$ cat config.mk
export PLATFORM = sky130hd
export DESIGN_NAME = sens_parallel_top
export DESIGN_NICKNAME = d
export VERILOG_FILES = /design/src/common/sens_io_pkg.sv /design/src/hw/sens_io_ctrl/sens_io_ctrl.sv /design/src/hw/sens_pad_ctrl.sv /design/src/hw/sens_line_timing.sv /design/src/hw/sens_parallel_top.sv
export SDC_FILE = /design/constraint.sdc
export NUM_CORES = 1
export LEC_CHECK = 0
export ABC_AREA = 0
export BUFFER_PORTS_ARGS = -buffer_cell sky130_fd_sc_hd__clkbuf_2
export CELL_PAD_IN_SITES_DETAIL_PLACEMENT = 1
export CELL_PAD_IN_SITES_GLOBAL_PLACEMENT = 1
export CORE_ASPECT_RATIO = 1.1
export CORE_MARGIN = 1
export CORE_UTILIZATION = 43
export DETAILED_ROUTE_END_ITERATION = 6
export HOLD_SLACK_MARGIN = 0.03
export PLACE_DENSITY_LB_ADDON = 0.1
export SLEW_MARGIN = 10
export SYNTH_ARGS = -nofsm -noshare
export SYNTH_HDL_FRONTEND = slang
export SYNTH_SLANG_ARGS = --single-unit
$ cat constraint.sdc
create_clock -name mclk -period 3.3 [get_ports mclk]
set_input_delay 0.66 -clock mclk [delete_from_list [all_inputs] [get_ports mclk]]
set_output_delay 0.66 -clock mclk [all_outputs]
set_load 0.02 [all_outputs]
$ cat src/common/sens_io_pkg.sv
// Shared types and constants for the parallel sensor port.
// Holds the Wishbone bus structs, the register map, the CTRL/JTAG write
// word views and the config/status structs between control and pads.
// Modules import it inside their body and use scoped names in headers.
`default_nettype none

package sens_io_pkg;

    localparam int SENS_ADDR_BITS      = 2;  // word address, 4 registers
    localparam int SENS_DATA_BITS      = 32;
    localparam int PXD_BITS            = 12; // sensor pixel bus
    localparam int LINE_WIDTH_BITS_DEF = 16; // default line width counter size

    // status word bit positions
    localparam int STAT_TDO_BIT       = 0;
    localparam int STAT_SENSPGM_BIT   = 1;
    localparam int STAT_DONE_BIT      = 2;
    localparam int STAT_FORCE_PGM_BIT = 3;
    localparam int STAT_PGMEN_BIT     = 4;
    localparam int STAT_INT_HACT_BIT  = 5;

    typedef enum logic [SENS_ADDR_BITS-1:0] {
        REG_CTRL   = 2'd0,
        REG_STATUS = 2'd1,
        REG_JTAG   = 2'd2,
        REG_WIDTH  = 2'd3
    } sens_reg_e;

    typedef struct packed {
        logic                      cyc;
        logic                      stb;
        logic                      we;
        logic [SENS_ADDR_BITS-1:0] adr; // word address
        logic [SENS_DATA_BITS-1:0] dat;
    } wb_req_t;

    typedef struct packed {
        logic                      ack;
        logic [SENS_DATA_BITS-1:0] dat;
    } wb_rsp_t;

    // one set/clear pair, value loads only with en
    typedef struct packed {
        logic en;
        logic val;
    } set_pair_t;

    typedef struct packed {
        logic [25:0] rsvd;
        set_pair_t   aro;  // 5:4
        set_pair_t   arst; // 3:2
        set_pair_t   mrst; // 1:0
    } ctrl_word_t;

    typedef struct packed {
        logic [21:0] rsvd;
        set_pair_t   pgmen; // 9:8
        set_pair_t   prog;  // 7:6
        set_pair_t   tck;   // 5:4
        set_pair_t   tms;   // 3:2
        set_pair_t   tdi;   // 1:0
    } jtag_word_t;

    // same bus word, decoded by address
    typedef union packed {
        ctrl_word_t                ctrl;
        jtag_word_t                jtag;
        logic [SENS_DATA_BITS-1:0] raw;
    } wr_word_u;

    typedef struct packed {
        logic mrst;
        logic arst;
        logic aro;
        logic pgmen; // external FPGA programming mode
        logic prog;
        logic tck;
        logic tms;
        logic tdi;
    } sens_cfg_t;

    typedef struct packed {
        logic done;       // MRST pad read back
        logic senspgm_in;
        logic tdo;        // pixel bit 1
        logic force_pgm;
    } pad_stat_t;

endpackage

`default_nettype wire

$ cat src/hw/sens_io_ctrl/sens_io_ctrl.sv
// Control registers of the sensor port behind a Wishbone classic slave.
// CTRL and JTAG take set/clear pairs, WIDTH holds the line width for HACT
// regeneration, STATUS returns the sampled pad state and mode flags.
// Every request is acknowledged one cycle after it is first seen.
`timescale 1ns/1ps
`default_nettype none

module sens_io_ctrl #(
    parameter int LINE_WIDTH_BITS = 16
) (
    input  logic                       mclk,
    input  logic                       rst,
    input  sens_io_pkg::wb_req_t       wb_i,
    input  sens_io_pkg::pad_stat_t     pad_stat_i,
    output sens_io_pkg::wb_rsp_t       wb_o,
    output sens_io_pkg::sens_cfg_t     cfg_o,
    output logic [LINE_WIDTH_BITS-1:0] line_width_m1_o,
    output logic                       line_width_internal_o
);
    import sens_io_pkg::*;

    logic                       req;        // cyc & stb
    logic                       acc_en;     // request accepted this cycle
    logic                       wr_en;
    logic                       rd_en;
    logic                       ack_r;
    logic [SENS_DATA_BITS-1:0]  rd_dat_r;
    sens_reg_e                  reg_sel;
    wr_word_u                   wr_word;    // write data, CTRL or JTAG view
    wr_word_u                   rd_word;    // read data being built
    sens_cfg_t                  cfg_r;
    sens_cfg_t                  cfg_nxt;
    logic [LINE_WIDTH_BITS-1:0] wr_width;
    logic [LINE_WIDTH_BITS-1:0] width_rb;   // width read back
    logic [LINE_WIDTH_BITS-1:0] line_width_m1_r;
    logic                       line_width_internal_r;

    // value bit loads only when its enable is set
    function automatic logic apply_pair(input set_pair_t pair, input logic cur);
        return pair.en ? pair.val : cur;
    endfunction

    assign req      = wb_i.cyc & wb_i.stb;
    assign acc_en   = req & ~ack_r;           // no second ack for the same request
    assign wr_en    = acc_en & wb_i.we;
    assign rd_en    = acc_en & ~wb_i.we;
    assign reg_sel  = sens_reg_e'(wb_i.adr);
    assign wr_width = wr_word.raw[LINE_WIDTH_BITS-1:0];

    always_comb begin
        wr_word.raw = wb_i.dat;
    end

    // set/clear update of the register fields picked by address
    always_comb begin
        cfg_nxt = cfg_r;
        if (wr_en) begin
            case (reg_sel)
                REG_CTRL: begin
                    cfg_nxt.mrst = apply_pair(wr_word.ctrl.mrst, cfg_r.mrst);
                    cfg_nxt.arst = apply_pair(wr_word.ctrl.arst, cfg_r.arst);
                    cfg_nxt.aro  = apply_pair(wr_word.ctrl.aro,  cfg_r.aro); // own enable
                end
                REG_JTAG: begin
                    cfg_nxt.pgmen = apply_pair(wr_word.jtag.pgmen, cfg_r.pgmen);
                    cfg_nxt.prog  = apply_pair(wr_word.jtag.prog,  cfg_r.prog);
                    cfg_nxt.tck   = apply_pair(wr_word.jtag.tck,   cfg_r.tck);
                    cfg_nxt.tms   = apply_pair(wr_word.jtag.tms,   cfg_r.tms);
                    cfg_nxt.tdi   = apply_pair(wr_word.jtag.tdi,   cfg_r.tdi);
                end
                default: ; // STATUS is read only, WIDTH handled below
            endcase
        end
    end

    always_ff @(posedge mclk or posedge rst) begin
        if (rst) begin
            cfg_r <= '0;
            ack_r <= 1'b0;
        end else begin
            cfg_r <= cfg_nxt;  // lands on the ack edge
            ack_r <= acc_en;   // single cycle ack
        end
    end

    // width is stored as count minus one, zero selects external hact
    always_ff @(posedge mclk or posedge rst) begin
        if (rst) begin
            line_width_m1_r       <= '0;
            line_width_internal_r <= 1'b0;
        end else if (wr_en && reg_sel == REG_WIDTH) begin
            line_width_m1_r       <= wr_width - LINE_WIDTH_BITS'(1);
            line_width_internal_r <= |wr_width;
        end
    end

    assign width_rb = line_width_internal_r ? line_width_m1_r + LINE_WIDTH_BITS'(1)
                                            : '0;

    // read word, current state of the addressed register
    always_comb begin
        rd_word.raw = '0;
        case (reg_sel)
            REG_CTRL: begin
                rd_word.ctrl.mrst.val = cfg_r.mrst;
                rd_word.ctrl.arst.val = cfg_r.arst;
                rd_word.ctrl.aro.val  = cfg_r.aro;
            end
            REG_STATUS: begin
                rd_word.raw[STAT_TDO_BIT]       = pad_stat_i.tdo;
                rd_word.raw[STAT_SENSPGM_BIT]   = pad_stat_i.senspgm_in;
                rd_word.raw[STAT_DONE_BIT]      = pad_stat_i.done;
                rd_word.raw[STAT_FORCE_PGM_BIT] = pad_stat_i.force_pgm;
                rd_word.raw[STAT_PGMEN_BIT]     = cfg_r.pgmen;
                rd_word.raw[STAT_INT_HACT_BIT]  = line_width_internal_r;
            end
            REG_JTAG: begin
                rd_word.jtag.pgmen.val = cfg_r.pgmen;
                rd_word.jtag.prog.val  = cfg_r.prog;
                rd_word.jtag.tck.val   = cfg_r.tck;
                rd_word.jtag.tms.val   = cfg_r.tms;
                rd_word.jtag.tdi.val   = cfg_r.tdi;
            end
            REG_WIDTH: begin
                rd_word.raw = SENS_DATA_BITS'(width_rb); // zero extended
            end
            default: ;
        endcase
    end

    // captured at the request cycle, presented with ack
    always_ff @(posedge mclk) begin
        if (rd_en) begin
            rd_dat_r <= rd_word.raw;
        end
    end

    always_comb begin
        wb_o.ack = ack_r;
        wb_o.dat = rd_dat_r;
    end

    assign cfg_o                 = cfg_r;
    assign line_width_m1_o       = line_width_m1_r;
    assign line_width_internal_o = line_width_internal_r;

endmodule

`default_nettype wire

$ cat src/hw/sens_pad_ctrl.sv
// Pad multiplexer between sensor control and external FPGA programming.
// Outputs follow the register state combinationally, inputs are sampled
// once. SENSPGM is probed when programming mode ends and then held.
`timescale 1ns/1ps
`default_nettype none

module sens_pad_ctrl (
    input  logic                   mclk,
    input  logic                   rst,
    input  sens_io_pkg::sens_cfg_t cfg_i,
    input  logic                   trigger_mode_i,
    input  logic                   trig_i,
    input  logic                   mrst_i,       // DONE from external FPGA
    input  logic                   senspgm_i,
    input  logic                   tdo_i,        // pixel bit 1
    output sens_io_pkg::pad_stat_t pad_stat_o,
    output logic                   mrst_o,
    output logic                   mrst_oe_o,
    output logic                   arst_o,
    output logic                   aro_o,
    output logic                   senspgm_o,
    output logic                   senspgm_oe_o,
    output logic                   pxd0_o,
    output logic                   pxd0_oe_o
);

    logic       done_r;
    logic       senspgm_r;
    logic       tdo_r;
    logic [1:0] pgmen_d;     // pgmen history, [1] older
    logic       force_pgm_r; // level held on senspgm after programming

    always_ff @(posedge mclk or posedge rst) begin
        if (rst) begin
            done_r    <= 1'b0;
            senspgm_r <= 1'b0;
            tdo_r     <= 1'b0;
            pgmen_d   <= 2'b00;
        end else begin
            done_r    <= mrst_i;
            senspgm_r <= senspgm_i;
            tdo_r     <= tdo_i;
            pgmen_d   <= {pgmen_d[0], cfg_i.pgmen};
        end
    end

    always_ff @(posedge mclk or posedge rst) begin
        if (rst) begin
            force_pgm_r <= 1'b0;
        end else if (pgmen_d == 2'b10) begin
            force_pgm_r <= senspgm_r;  // pgmen just fell
        end
    end

    // programming mode takes aro/arst/senspgm/pxd0, mrst turns input
    assign aro_o        = cfg_i.pgmen    ? cfg_i.tck :
                          trigger_mode_i ? ~trig_i   : cfg_i.aro;
    assign arst_o       = cfg_i.pgmen ? cfg_i.tms : cfg_i.arst;
    assign mrst_o       = cfg_i.mrst;
    assign mrst_oe_o    = ~cfg_i.pgmen;  // released to read DONE
    assign senspgm_o    = cfg_i.pgmen ? ~cfg_i.prog : force_pgm_r;
    assign senspgm_oe_o = cfg_i.pgmen | force_pgm_r;
    assign pxd0_o       = cfg_i.tdi;
    assign pxd0_oe_o    = cfg_i.pgmen;

    always_comb begin
        pad_stat_o.done       = done_r;
        pad_stat_o.senspgm_in = senspgm_r;
        pad_stat_o.tdo        = tdo_r;
        pad_stat_o.force_pgm  = force_pgm_r;
    end

endmodule

`default_nettype wire

$ cat src/hw/sens_line_timing.sv
// Pixel and line timing path of the sensor port.
// Pixel data and VACT get one register stage. HACT is either passed
// through with the same delay or regenerated for a programmed width,
// started by each rising edge of the received HACT.
`timescale 1ns/1ps
`default_nettype none

module sens_line_timing #(
    parameter int LINE_WIDTH_BITS = 16
) (
    input  logic                             mclk,
    input  logic                             rst,
    input  logic [sens_io_pkg::PXD_BITS-1:0] pxd_i,
    input  logic                             hact_i,
    input  logic                             vact_i,
    input  logic [LINE_WIDTH_BITS-1:0]       line_width_m1_i,
    input  logic                             line_width_internal_i,
    output logic [sens_io_pkg::PXD_BITS-1:0] pxd_o,
    output logic                             hact_o,
    output logic                             vact_o
);
    import sens_io_pkg::*;

    logic [PXD_BITS-1:0]        pxd_r;
    logic                       vact_r;
    logic                       hact_in_r;  // previous hact_i sample
    logic                       hact_r;     // received or regenerated
    logic                       hact_start;
    logic                       hact_end;
    logic [LINE_WIDTH_BITS-1:0] hact_cntr;  // cycles left in line

    assign hact_start = hact_i & ~hact_in_r;
    // internal mode counts down, external follows the pin
    assign hact_end   = line_width_internal_i ? (hact_cntr == '0) : ~hact_i;

    always_ff @(posedge mclk or posedge rst) begin
        if (rst) begin
            pxd_r     <= '0;
            vact_r    <= 1'b0;
            hact_in_r <= 1'b0;
        end else begin
            pxd_r     <= pxd_i;   // same stage as hact_r
            vact_r    <= vact_i;
            hact_in_r <= hact_i;
        end
    end

    always_ff @(posedge mclk or posedge rst) begin
        if (rst) begin
            hact_r <= 1'b0;
        end else if (hact_start) begin
            hact_r <= 1'b1;       // new line wins over end
        end else if (hact_end) begin
            hact_r <= 1'b0;
        end
    end

    always_ff @(posedge mclk or posedge rst) begin
        if (rst) begin
            hact_cntr <= '0;
        end else if (hact_start) begin
            hact_cntr <= line_width_m1_i;
        end else if (hact_r && hact_cntr != '0) begin
            hact_cntr <= hact_cntr - LINE_WIDTH_BITS'(1); // stop at zero
        end
    end

    assign pxd_o  = pxd_r;
    assign vact_o = vact_r;
    assign hact_o = hact_r;

endmodule

`default_nettype wire

$ cat src/hw/sens_parallel_top.sv
// Top level of the parallel sensor port, mclk domain only.
// Connects the Wishbone control block to the pad multiplexer and the
// pixel/line timing path. Pads appear as separate out, enable and in ports.
`timescale 1ns/1ps
`default_nettype none

module sens_parallel_top #(
    parameter int LINE_WIDTH_BITS = sens_io_pkg::LINE_WIDTH_BITS_DEF
) (
    input  logic                            mclk,
    input  logic                            rst,
    input  sens_io_pkg::wb_req_t            wb_i,
    output sens_io_pkg::wb_rsp_t            wb_o,
    input  logic                            trigger_mode_i, // triggered mode, aro from trig
    input  logic                            trig_i,
    input  logic [sens_io_pkg::PXD_BITS-1:0] pxd_i,
    input  logic                            hact_i,
    input  logic                            vact_i,
    input  logic                            mrst_i,         // DONE in programming mode
    input  logic                            senspgm_i,
    output logic [sens_io_pkg::PXD_BITS-1:0] pxd_o,
    output logic                            hact_o,
    output logic                            vact_o,
    output logic                            mrst_o,
    output logic                            mrst_oe_o,
    output logic                            arst_o,
    output logic                            aro_o,
    output logic                            senspgm_o,
    output logic                            senspgm_oe_o,
    output logic                            pxd0_o,         // TDI in programming mode
    output logic                            pxd0_oe_o
);
    import sens_io_pkg::*;

    sens_cfg_t                  cfg;                 // register state to pads
    pad_stat_t                  pad_stat;            // sampled pads to control
    logic [LINE_WIDTH_BITS-1:0] line_width_m1;
    logic                       line_width_internal; // regenerate hact

    sens_io_ctrl #(
        .LINE_WIDTH_BITS (LINE_WIDTH_BITS)
    ) u_io_ctrl (
        .mclk                  (mclk),
        .rst                   (rst),
        .wb_i                  (wb_i),
        .pad_stat_i            (pad_stat),
        .wb_o                  (wb_o),
        .cfg_o                 (cfg),
        .line_width_m1_o       (line_width_m1),
        .line_width_internal_o (line_width_internal)
    );

    sens_pad_ctrl u_pad_ctrl (
        .mclk           (mclk),
        .rst            (rst),
        .cfg_i          (cfg),
        .trigger_mode_i (trigger_mode_i),
        .trig_i         (trig_i),
        .mrst_i         (mrst_i),
        .senspgm_i      (senspgm_i),
        .tdo_i          (pxd_i[1]),  // tdo shares pixel bit 1
        .pad_stat_o     (pad_stat),
        .mrst_o         (mrst_o),
        .mrst_oe_o      (mrst_oe_o),
        .arst_o         (arst_o),
        .aro_o          (aro_o),
        .senspgm_o      (senspgm_o),
        .senspgm_oe_o   (senspgm_oe_o),
        .pxd0_o         (pxd0_o),
        .pxd0_oe_o      (pxd0_oe_o)
    );

    sens_line_timing #(
        .LINE_WIDTH_BITS (LINE_WIDTH_BITS)
    ) u_line_timing (
        .mclk                  (mclk),
        .rst                   (rst),
        .pxd_i                 (pxd_i),
        .hact_i                (hact_i),
        .vact_i                (vact_i),
        .line_width_m1_i       (line_width_m1),
        .line_width_internal_i (line_width_internal),
        .pxd_o                 (pxd_o),
        .hact_o                (hact_o),
        .vact_o                (vact_o)
    );

endmodule

`default_nettype wire

==> results of run 1 <==
-- cells in the mapped netlist, types with 3 or more instances --
library cell	count	share of area
nand3_1	14	0.017
nor4_1	5	0.0077
edfxtp_1	16	0.12
nor2_1	34	0.031
and4_1	4	0.0086
nand4b_1	9	0.019
nand2b_1	3	0.0046
o21ai_0	29	0.036
dfrtp_1	62	0.38
o31ai_1	3	0.0055
and3_1	3	0.0046
a21oi_1	8	0.0099
buf_4	18	0.033
a31oi_1	12	0.018
nor2b_1	5	0.0077
nand4_1	15	0.023
clkbuf_1	18	0.017
inv_1	12	0.011
ha_1	3	0.0092
or3_1	11	0.017
nor4b_1	4	0.0086
xor2_1	15	0.032
mux2i_1	3	0.0074
nor3_1	7	0.0086
and2_1	3	0.0046
xnor2_1	7	0.015
mux2_2	9	0.025
nand2_1	48	0.044
-- cell usage in the layout, fill, tap and decap left out, types with 6 or more instances in the layout --
cell,instances
a21oi_1,8
a31oi_1,12
clkbuf_2,79
clkbuf_8,9
conb_1,16
dfrtp_1,62
edfxtp_1,16
inv_1,11
mux2_2,9
nand2_1,48
nand3_1,14
nand4_1,15
nand4b_1,9
nor2_1,34
nor3_1,6
o21ai_0,29
or3_1,11
xnor2_1,7
xor2_1,15
-- worst max path at each step --
stage | from | end | slack (ns) | cells after the start
after floorplan | wb_i[2] | u_io_ctrl.line_width_m1_o[15]$_DFFE_PP0P_ | 1.02 | 5
after global placement | wb_i[2] | u_io_ctrl.line_width_m1_o[15]$_DFFE_PP0P_ | 0.91 | 5
after detailed placement | wb_i[2] | u_io_ctrl.line_width_m1_o[13]$_DFFE_PP0P_ | 0.83 | 5
after CTS | u_io_ctrl.cfg_o[4]$_DFFE_PP0P_ | arst_o | 1.18 | 2
after global routing | u_line_timing.hact_cntr[0]$_DFFE_PP0P_ | u_line_timing.hact_cntr[11]$_DFFE_PP0P_ | 1.0 | 6
final | u_line_timing.hact_cntr[0]$_DFFE_PP0P_ | u_line_timing.hact_cntr[11]$_DFFE_PP0P_ | 1.19 | 6
-- cell type report --
class | instances | area share
multi-input combinational | 299 | 0.389
clock buffer | 12 | 0.0334
tap | 114 | 0.0304
inverter | 12 | 0.00962
sequential | 78 | 0.434
timing repair buffer | 84 | 0.0924
clock inverter | 4 | 0.0112
-- critical path, stage by stage (launching register included) --
cell and delay [ns]:
dfrtp_1 0.43, inv_1 0.10, ha_1 0.33, nor4b_1 0.36
and4_1 0.46, o21ai_0 0.17, a31oi_1 0.18
-- through the flow --
step | hold WS (ns) | cells
2_1_floorplan | 0.354 | 428
3_3_place_gp | 0.360 | 587
3_5_place_dp | 0.376 | 587
4_1_cts | 0.380 | 603
5_1_grt | 0.371 | 603
6_report | 0.391 | 603
-- flip-flops by register name (all words and copies together), names as in the netlist --
signal,flops
u_line_timing.hact_o,1
u_pad_ctrl.done_r,1
u_line_timing.pxd_o,12
u_line_timing.vact_o,1
u_io_ctrl.line_width_m1_o,16
u_io_ctrl.cfg_o,8
u_line_timing.hact_in_r,1
u_io_ctrl.rd_dat_r,16
u_pad_ctrl.senspgm_r,1
u_pad_ctrl.pgmen_d,2
u_line_timing.hact_cntr,16
u_io_ctrl.ack_r,1
u_io_ctrl.line_width_internal_o,1
u_pad_ctrl.force_pgm_r,1
-- routing by layer --
layer  global-route usage  vias to the layer above  part of all wire
met5                    0                        -                 0
met4               0.0671                        0             0.016
met3               0.0512                       11             0.034
met2                0.368                       71              0.51
met1                0.291                     1641              0.44
li1                     -                     1588                 -
-- kinds of logic (layout without fill, tap and decap cells) --
family / count (synthesis) / after routing / synth area share
compound gates: 69 / 69 / 0.106
xor+xnor: 22 / 22 / 0.0474
fa+ha+maj: 3 / 3 / 0.00924
buf+inv: 51 / 112 / 0.0659
flops: 78 / 78 / 0.500
mux: 13 / 13 / 0.0379
other cells: 1 / 16 / 0.000923
simple gates: 176 / 176 / 0.233
-- power by group --
part	internal (W)	leakage (nW)	total, W	switching (W)
Combinational	0.000231	1.02	0.000561	0.000331
Clock	0.000399	0.106	0.000765	0.000366
Sequential	0.00113	0.910	0.00132	0.000194
==> flow_summary.ini, run 1 <==
[cts]
root_buffer = clkbuf_8
cts.sinks = 78
postCtsResizedCells = 0
clkTransAtPathRegs_ns = 0.09
max-clock-path-buffers = 2
postCtsHoldBufs = 0
htree_levels = 3
cts_buffers = 9
post_cts_buffers = 0
clock_latency_ns = 0.36
cts_tree = done

[drt]
via_count = 3311
wire_per_inst_um = 17.0
first_iter_violations = 116
drt_pre_antenna_iters = 4
ant_nets = 0
wl_mm = 10.2
drc = 0
vias_per_cell = 5.49

[placement]
gp_congestion = 0.785
io_buffers = 79
hpwl_mm = 7.46
post-place-ws_ns = 0.833
placed_area_um2 = 4480

[die]
die-area_um2 = 9840
fp-row-count = 36
die_h_um = 104
start_util = 0.451
io-pin-count = 112
fp.dieW_um = 94.7
core_area_um2 = 9010

[timing]
hold_viol = 0
rsz0062_at_grt = no
max_slew.worst_pin.slew_ns = 0.972
fin_crit_ns = 2.11
timing.final.ws_setup_ns = 1.19
final_max_slew_viol_count = 0
tns_ns = 0
fin_crit_sh = 0.640
slew_headroom = 0.352
setup_viol = 0
finClkSkew_ns = 0.00988
max_freq_ghz = 0.474

[worst_setup_path]
reg2reg_to = u_line_timing.hact_cntr[11]$_DFFE_PP0P_
regToRegSetupSlack_ns = 1.19
ff2ff_path_depth = 6
path_max_fanout = 12
crit_arrival_ns = 2.39
cp.required_ns = 3.58
start_kind = flip-flop
worstSetupPathType = flip-flop to flip-flop
rr_startpoint = u_line_timing.hact_cntr[0]$_DFFE_PP0P_
end_kind = flip-flop

[synth]
seq_area_frac_synth = 0.500
synth_warnings = 0
async_reset_ff_frac = 0.795
netlist_area_um2 = 4060
synth_cells = 413
synth-seq-cells = 78
synth_edf_count = 16
synth_ff_type = dfrtp_1
synth.avg_cell_area_um2 = 9.83
synth_cell_types = 52

[min_path]
hold_start = mrst_i
hp-class = input pin to flip-flop
holdPathStages = 1
min_to = u_pad_ctrl.done_r$_DFF_PP0_

[run_status]
outcome = complete, no violations

[global_route]
grt_pass1_wl_mm = 16.9
grt.overflow.total = 0
first_global_vias = 3352
track_usage = 0.224
antenna_found_initial = 0
grt_max_degree = 63

[power_and_ir_drop]
power_w = 0.00265
ir_worst_vdd_uv = 242
p_per_area_nw_per_um2 = 565
p_leak_nw = 2.03

[final_layout]
diodes = 0
multiInputGateArea_um2 = 1820
area_growth_syn_to_layout_pct = 15.3
seqCellArea_um2 = 2030
final_util = 0.520
nNetsFinal = 544
fin_area_um2 = 4680
drive_gt1_frac = 0.243
n_fill_cell = 1077

[run]
maxCapViolCount = 0
(Power assumes the default switching activity.)
==> inputs of run 2 (changes only) <==
--- a/config.mk
+++ b/config.mk
@@ -11,7 +11,7 @@
 export CELL_PAD_IN_SITES_GLOBAL_PLACEMENT = 1
 export CORE_ASPECT_RATIO = 1.1
 export CORE_MARGIN = 1
-export CORE_UTILIZATION = 43
+export CORE_UTILIZATION = 40
 export DETAILED_ROUTE_END_ITERATION = 6
 export HOLD_SLACK_MARGIN = 0.03
 export PLACE_DENSITY_LB_ADDON = 0.1
==> constraint.sdc (replaced) <==
create_clock -name mclk -period 2.1 [get_ports mclk]
set_input_delay 0.42 -clock mclk [delete_from_list [all_inputs] [get_ports mclk]]
set_output_delay 0.42 -clock mclk [all_outputs]
set_load 0.02 [all_outputs]
==> run 2 against run 1 <==
Compared with the run above:
- first-iteration DRC count is 5.2% lower
- sequential cell count is the same
- cell area is 4.0% higher
- clock skew decreased by 0.0010 ns
- clock power rose by 62%
- global-route usage decreased by 1.3 points
- hold slack lost 0.24 ns
- highest routed layer unchanged
- cell count is 4.5% higher
- setup slack worse by 1.0 ns
- register-to-register slack lost 1.0 ns
==> flow_summary.ini, run 2 (same netlist as run 1, synthesis figures left out) <==
[run_status]
outcome = complete, no violations

[global_route]
antenna_found_initial = 0
grt_max_degree = 39
grt_pass1_wl_mm = 17.2
first_global_vias = 3420
track_usage = 0.211
grt.overflow.total = 0

[timing]
max_slew.worst_pin.slew_ns = 0.654
fin_crit_ns = 1.92
fin_crit_sh = 0.915
hold_viol = 0
rsz0062_at_grt = no
tns_ns = 0
timing.final.ws_setup_ns = 0.178
finClkSkew_ns = 0.00887
slew_headroom = 0.564
final_max_slew_viol_count = 0
max_freq_ghz = 0.520
setup_viol = 0

[worst_setup_path]
worstSetupPathType = flip-flop to flip-flop
start_kind = flip-flop
cp.required_ns = 2.31
end_kind = flip-flop
path_max_fanout = 5
ff2ff_path_depth = 6
crit_arrival_ns = 2.14

[final_layout]
area_growth_syn_to_layout_pct = 20.0
diodes = 0
drive_gt1_frac = 0.275
layout_commonest_cell = clkbuf_2
n_fill_cell = 1181
mostFrequentLayoutCells = clkbuf_2, dfrtp_1, nand2_1
final_cells = 630
nNetsFinal = 565

[cts]
clkTransAtPathRegs_ns = 0.08
cts_tree = done
clock_latency_ns = 0.36
cts.sinks = 78
cts_buffers = 9
root_buffer = clkbuf_8
post_cts_buffers = 0
max-clock-path-buffers = 2
htree_levels = 3

[power_and_ir_drop]
p_leak_nw = 2.13
p_per_area_nw_per_um2 = 870
ir_worst_vdd_uv = 305
power_w = 0.00424

[drt]
via_count = 3395
first_iter_violations = 110
ant_nets = 0
drt_pre_antenna_iters = 6
wl_mm = 10.4
vias_per_cell = 5.39
wire_per_inst_um = 16.5
drc = 0

[run]
maxCapViolCount = 0

[die]
die-area_um2 = 10600
core_area_um2 = 9890
fp-row-count = 38
io-pin-count = 112
fp.dieW_um = 98.1
start_util = 0.411
die_h_um = 108

[placement]
hpwl_mm = 7.82
post-place-ws_ns = 0.0245
io_buffers = 79
gp_congestion = 0.793
dp.cells = 613

[min_path]
hp-class = input pin to flip-flop
holdPathStages = 1
run 2: metrics by stage:
step / hold slack (ns) / instance area (µm²) / util
final: 0.153 / 4870 / 0.493
after global routing: 0.140 / 4870 / 0.493
after CTS: 0.137 / 4870 / 0.492
after detailed placement: 0.363 / 4650 / 0.470
after global placement: 0.362 / 4650 / 0.470
after floorplan: 0.354 / 4120 / -
run 2: layout make-up:
type / count / area [µm²] / area share
Clock buffer: 10 / 128 / 0.0262
Clock inverter: 6 / 86.3 / 0.0177
Inverter: 12 / 45.0 / 0.00924
Multi-Input combinational cell: 299 / 1830 / 0.375
Sequential cell: 78 / 2030 / 0.417
Tap cell: 120 / 150 / 0.0308
Timing Repair Buffer: 105 / 606 / 0.124
run 2: worst max-delay path: stages (launching register included):
cell     delay, ns
dfrtp_1       0.43
inv_1         0.10
ha_1          0.27
nor4b_1       0.36
nand4_1       0.31
mux2i_1       0.21
o21ai_0       0.09
run 2: power by group:
part           internal, W  total [W]  switching, W  leakage, nW
clock             0.000665    0.00124      0.000573       0.0962
sequential         0.00177    0.00206      0.000293        0.910
combinational     0.000404   0.000937      0.000534         1.12
total              0.00284    0.00424       0.00140         2.13
run 2: what timing repair did:
item	4_1_cts	5_1_grt
endpoints found under the setup margin	0	7
hold buffers	1	0
endpoints found under the hold margin	14	0
resized for setup	0	2
run 2: final timing paths:
kind / startpoint / slack, ns / end
worst max-delay path: u_line_timing.hact_cntr[0]$_DFFE_PP0P_ / 0.18 / u_line_timing.hact_o$_DFFE_PP0P_
worst min-delay path: pxd_i[1] / 0.15 / u_line_timing.pxd_o[1]$_DFF_PP0_
worst max register to register: u_line_timing.hact_cntr[0]$_DFFE_PP0P_ / 0.18 / u_line_timing.hact_o$_DFFE_PP0P_
worst min register to register: u_pad_ctrl.pgmen_d[0]$_DFF_PP0_ / 0.38 / u_pad_ctrl.pgmen_d[1]$_DFF_PP0_
max in group asynchronous: rst / 0.98 / u_io_ctrl.line_width_m1_o[7]$_DFFE_PP0P_
min in group asynchronous: rst / 0.57 / u_line_timing.hact_in_r$_DFF_PP0_
run 2: metal layers:
layer  up-vias  track usage  wire length [µm]
met1      1676        0.272              4730
met2        67        0.358              5200
met4         0       0.0898               176
met3        12       0.0266               263
li1       1640            -                 -
met5         -            0                 0
==> inputs of run 3 (changes only) <==
--- a/config.mk
+++ b/config.mk
@@ -5,13 +5,13 @@
 export SDC_FILE = /design/constraint.sdc
 export NUM_CORES = 1
 export LEC_CHECK = 0
-export ABC_AREA = 0
+export ABC_AREA = 1
 export BUFFER_PORTS_ARGS = -buffer_cell sky130_fd_sc_hd__clkbuf_2
 export CELL_PAD_IN_SITES_DETAIL_PLACEMENT = 1
 export CELL_PAD_IN_SITES_GLOBAL_PLACEMENT = 1
 export CORE_ASPECT_RATIO = 1.1
 export CORE_MARGIN = 1
-export CORE_UTILIZATION = 40
+export CORE_UTILIZATION = 38
 export DETAILED_ROUTE_END_ITERATION = 6
 export HOLD_SLACK_MARGIN = 0.03
 export PLACE_DENSITY_LB_ADDON = 0.1
==> run 3 against run 2 <==
Compared with the run above:
- clock skew is 0.00087 ns lower
- global-route usage grew 0.94 points
- clock power rose by 38%
- synthesized area grew 5.6%
- die area grew 11%
- largest power group unchanged
- highest routed layer unchanged
==> flow_summary.ini, run 3 <==
[worst_setup_path]
cp_slowest_cell = dfrtp_1
worstSetupPathType = flip-flop to output pin
start_kind = flip-flop
path_max_fanout = 7
end_kind = output pin
path_buf_inv = 2
crit_path_cell_trace = inv_1, o211ai_1, o21ai_0, clkbuf_2
cp.required_ns = 1.68
path_delay_family = buffers and inverters
cpPeakStageDelay_ns = 0.44
crit_arrival_ns = 1.48

[drt]
ant_nets = 0
first_iter_violations = 95
drc = 0
drt_pre_antenna_iters = 4
wl_mm = 11.8
vias_per_cell = 4.90
wire_per_inst_um = 15.0
via_count = 3832

[cts]
cts_buffers = 9
root_buffer = clkbuf_16
clkTransAtPathRegs_ns = 0.06
clock_latency_ns = 0.33
htree_levels = 3
max-clock-path-buffers = 2
postCtsResizedCells = 0
cts.sinks = 78
postCtsHoldBufs = 0
post_cts_buffers = 0
cts_tree = done

[timing]
fin_crit_ns = 1.90
finClkSkew_ns = 0.00801
fin_crit_sh = 0.903
timing.final.ws_setup_ns = 0.203
final_max_slew_viol_count = 0
setup_viol = 0
max_slew.worst_pin.slew_ns = 0.601
max_freq_ghz = 0.527
slew_headroom = 0.599
hold_viol = 0
tns_ns = 0
rsz0062_at_grt = no

[synth]
netlist_area_um2 = 4290
synth_top_area_cell = dfrtp_1
async_reset_ff_frac = 0.795
synth_warnings = 0
synth_edf_count = 16
synth_ff_type = dfrtp_1
synth.most_common_cell = nand2_1
netlist.area_leader.share = 0.362
synth-seq-cells = 78
synth.area.top_cells = dfrtp_1, nand2_1, edfxtp_1, nand3_1, inv_1
synth.avg_cell_area_um2 = 7.87
seq_area_frac_synth = 0.474
synth_cell_types = 37
synth_common_cells = nand2_1, dfrtp_1, inv_1
synth_cells = 545

[placement]
post-place-ws_ns = 0.213
io_buffers = 79
hpwl_mm = 9.09
gp_congestion = 0.863

[final_layout]
layout_commonest_cell = nand2_1
mostFrequentLayoutCells = nand2_1, clkbuf_2, dfrtp_1
nNetsFinal = 690
diodes = 0
drive_gt1_frac = 0.194
area_growth_syn_to_layout_pct = 19.8

[die]
die-area_um2 = 11700
core_area_um2 = 11000
fp-row-count = 40
start_util = 0.391
io-pin-count = 112
fp.dieW_um = 103
die_h_um = 113

[global_route]
grt_max_degree = 44
grt.overflow.total = 0
grt_pass1_wl_mm = 19.7
first_global_vias = 4019
antenna_found_initial = 0
track_usage = 0.221

[run_status]
outcome = complete, no violations

[run]
maxCapViolCount = 0

[power_and_ir_drop]
p_per_area_nw_per_um2 = 1050
p_leak_nw = 2.47
ir_worst_vdd_uv = 442

[min_path]
hp-class = input pin to async pin
## run 3: layer usage
metal / routed length, µm / vias up / GRT usage
met1: 5160 / 1841 / 0.266
met2: 6200 / 55 / 0.399
met3: 246 / 14 / 0.0355
met5: 0 / - / 0
met4: 143 / 0 / 0.0667
li1: - / 1922 / -
## run 3: logic make-up after synthesis
logic type | count (synthesis) | synth area share
xor+xnor | 10 | 0.0204
flops | 78 | 0.474
other cells | 1 | 0.000874
compound gates | 71 | 0.0887
simple gates | 292 | 0.307
fa+ha+maj | 3 | 0.00875
buf+inv | 90 | 0.101
## run 3: through the flow
step / util / cell area (µm²) / hold slack, ns / std cells / power (W)
floorplan: - / 4350 / 0.354 / 560 / 0.00325
global placement: 0.439 / 4810 / 0.361 / 766 / 0.00364
detailed placement: 0.439 / 4810 / 0.368 / 766 / 0.00372
CTS: 0.469 / 5140 / 0.0895 / 782 / 0.00546
global route: 0.469 / 5140 / 0.114 / 782 / 0.00577
finish: 0.469 / 5140 / 0.0784 / 782 / 0.00540
## run 3: final timing paths
kind                            slack, ns                                       end  depth (start not counted)                                startpoint
min in group mclk                    0.19          u_line_timing.pxd_o[1]$_DFF_PP0_                          1                                  pxd_i[1]
worst min register to register       0.38           u_pad_ctrl.pgmen_d[1]$_DFF_PP0_                          0           u_pad_ctrl.pgmen_d[0]$_DFF_PP0_
worst max-delay path                 0.20                                     aro_o                          4            u_io_ctrl.cfg_o[4]$_DFFE_PP0P_
worst min-delay path                 0.08          u_line_timing.pxd_o[7]$_DFF_PP0_                          2                                       rst
max in group asynchronous            1.42  u_io_ctrl.line_width_m1_o[8]$_DFFE_PP0P_                          3                                       rst
worst max register to register       0.33      u_io_ctrl.rd_dat_r[14]$_SDFFCE_PN0P_                          6  u_io_ctrl.line_width_m1_o[0]$_DFFE_PP0P_
## run 3: final cells by class
class / instances / area, µm²
clock buffer: 9 / 225
clock inverter: 7 / 104
fill: 1396 / 5820
inverter: 64 / 243
multi-input combinational: 392 / 1900
sequential: 78 / 2030
tap: 147 / 184
timing repair buffer: 85 / 453
## run 3: power breakdown
part | internal, W | switching, W
clock | 0.00106 | 0.000657
combinational | 0.000508 | 0.000990
sequential | 0.00186 | 0.000336
total | 0.00342 | 0.00198
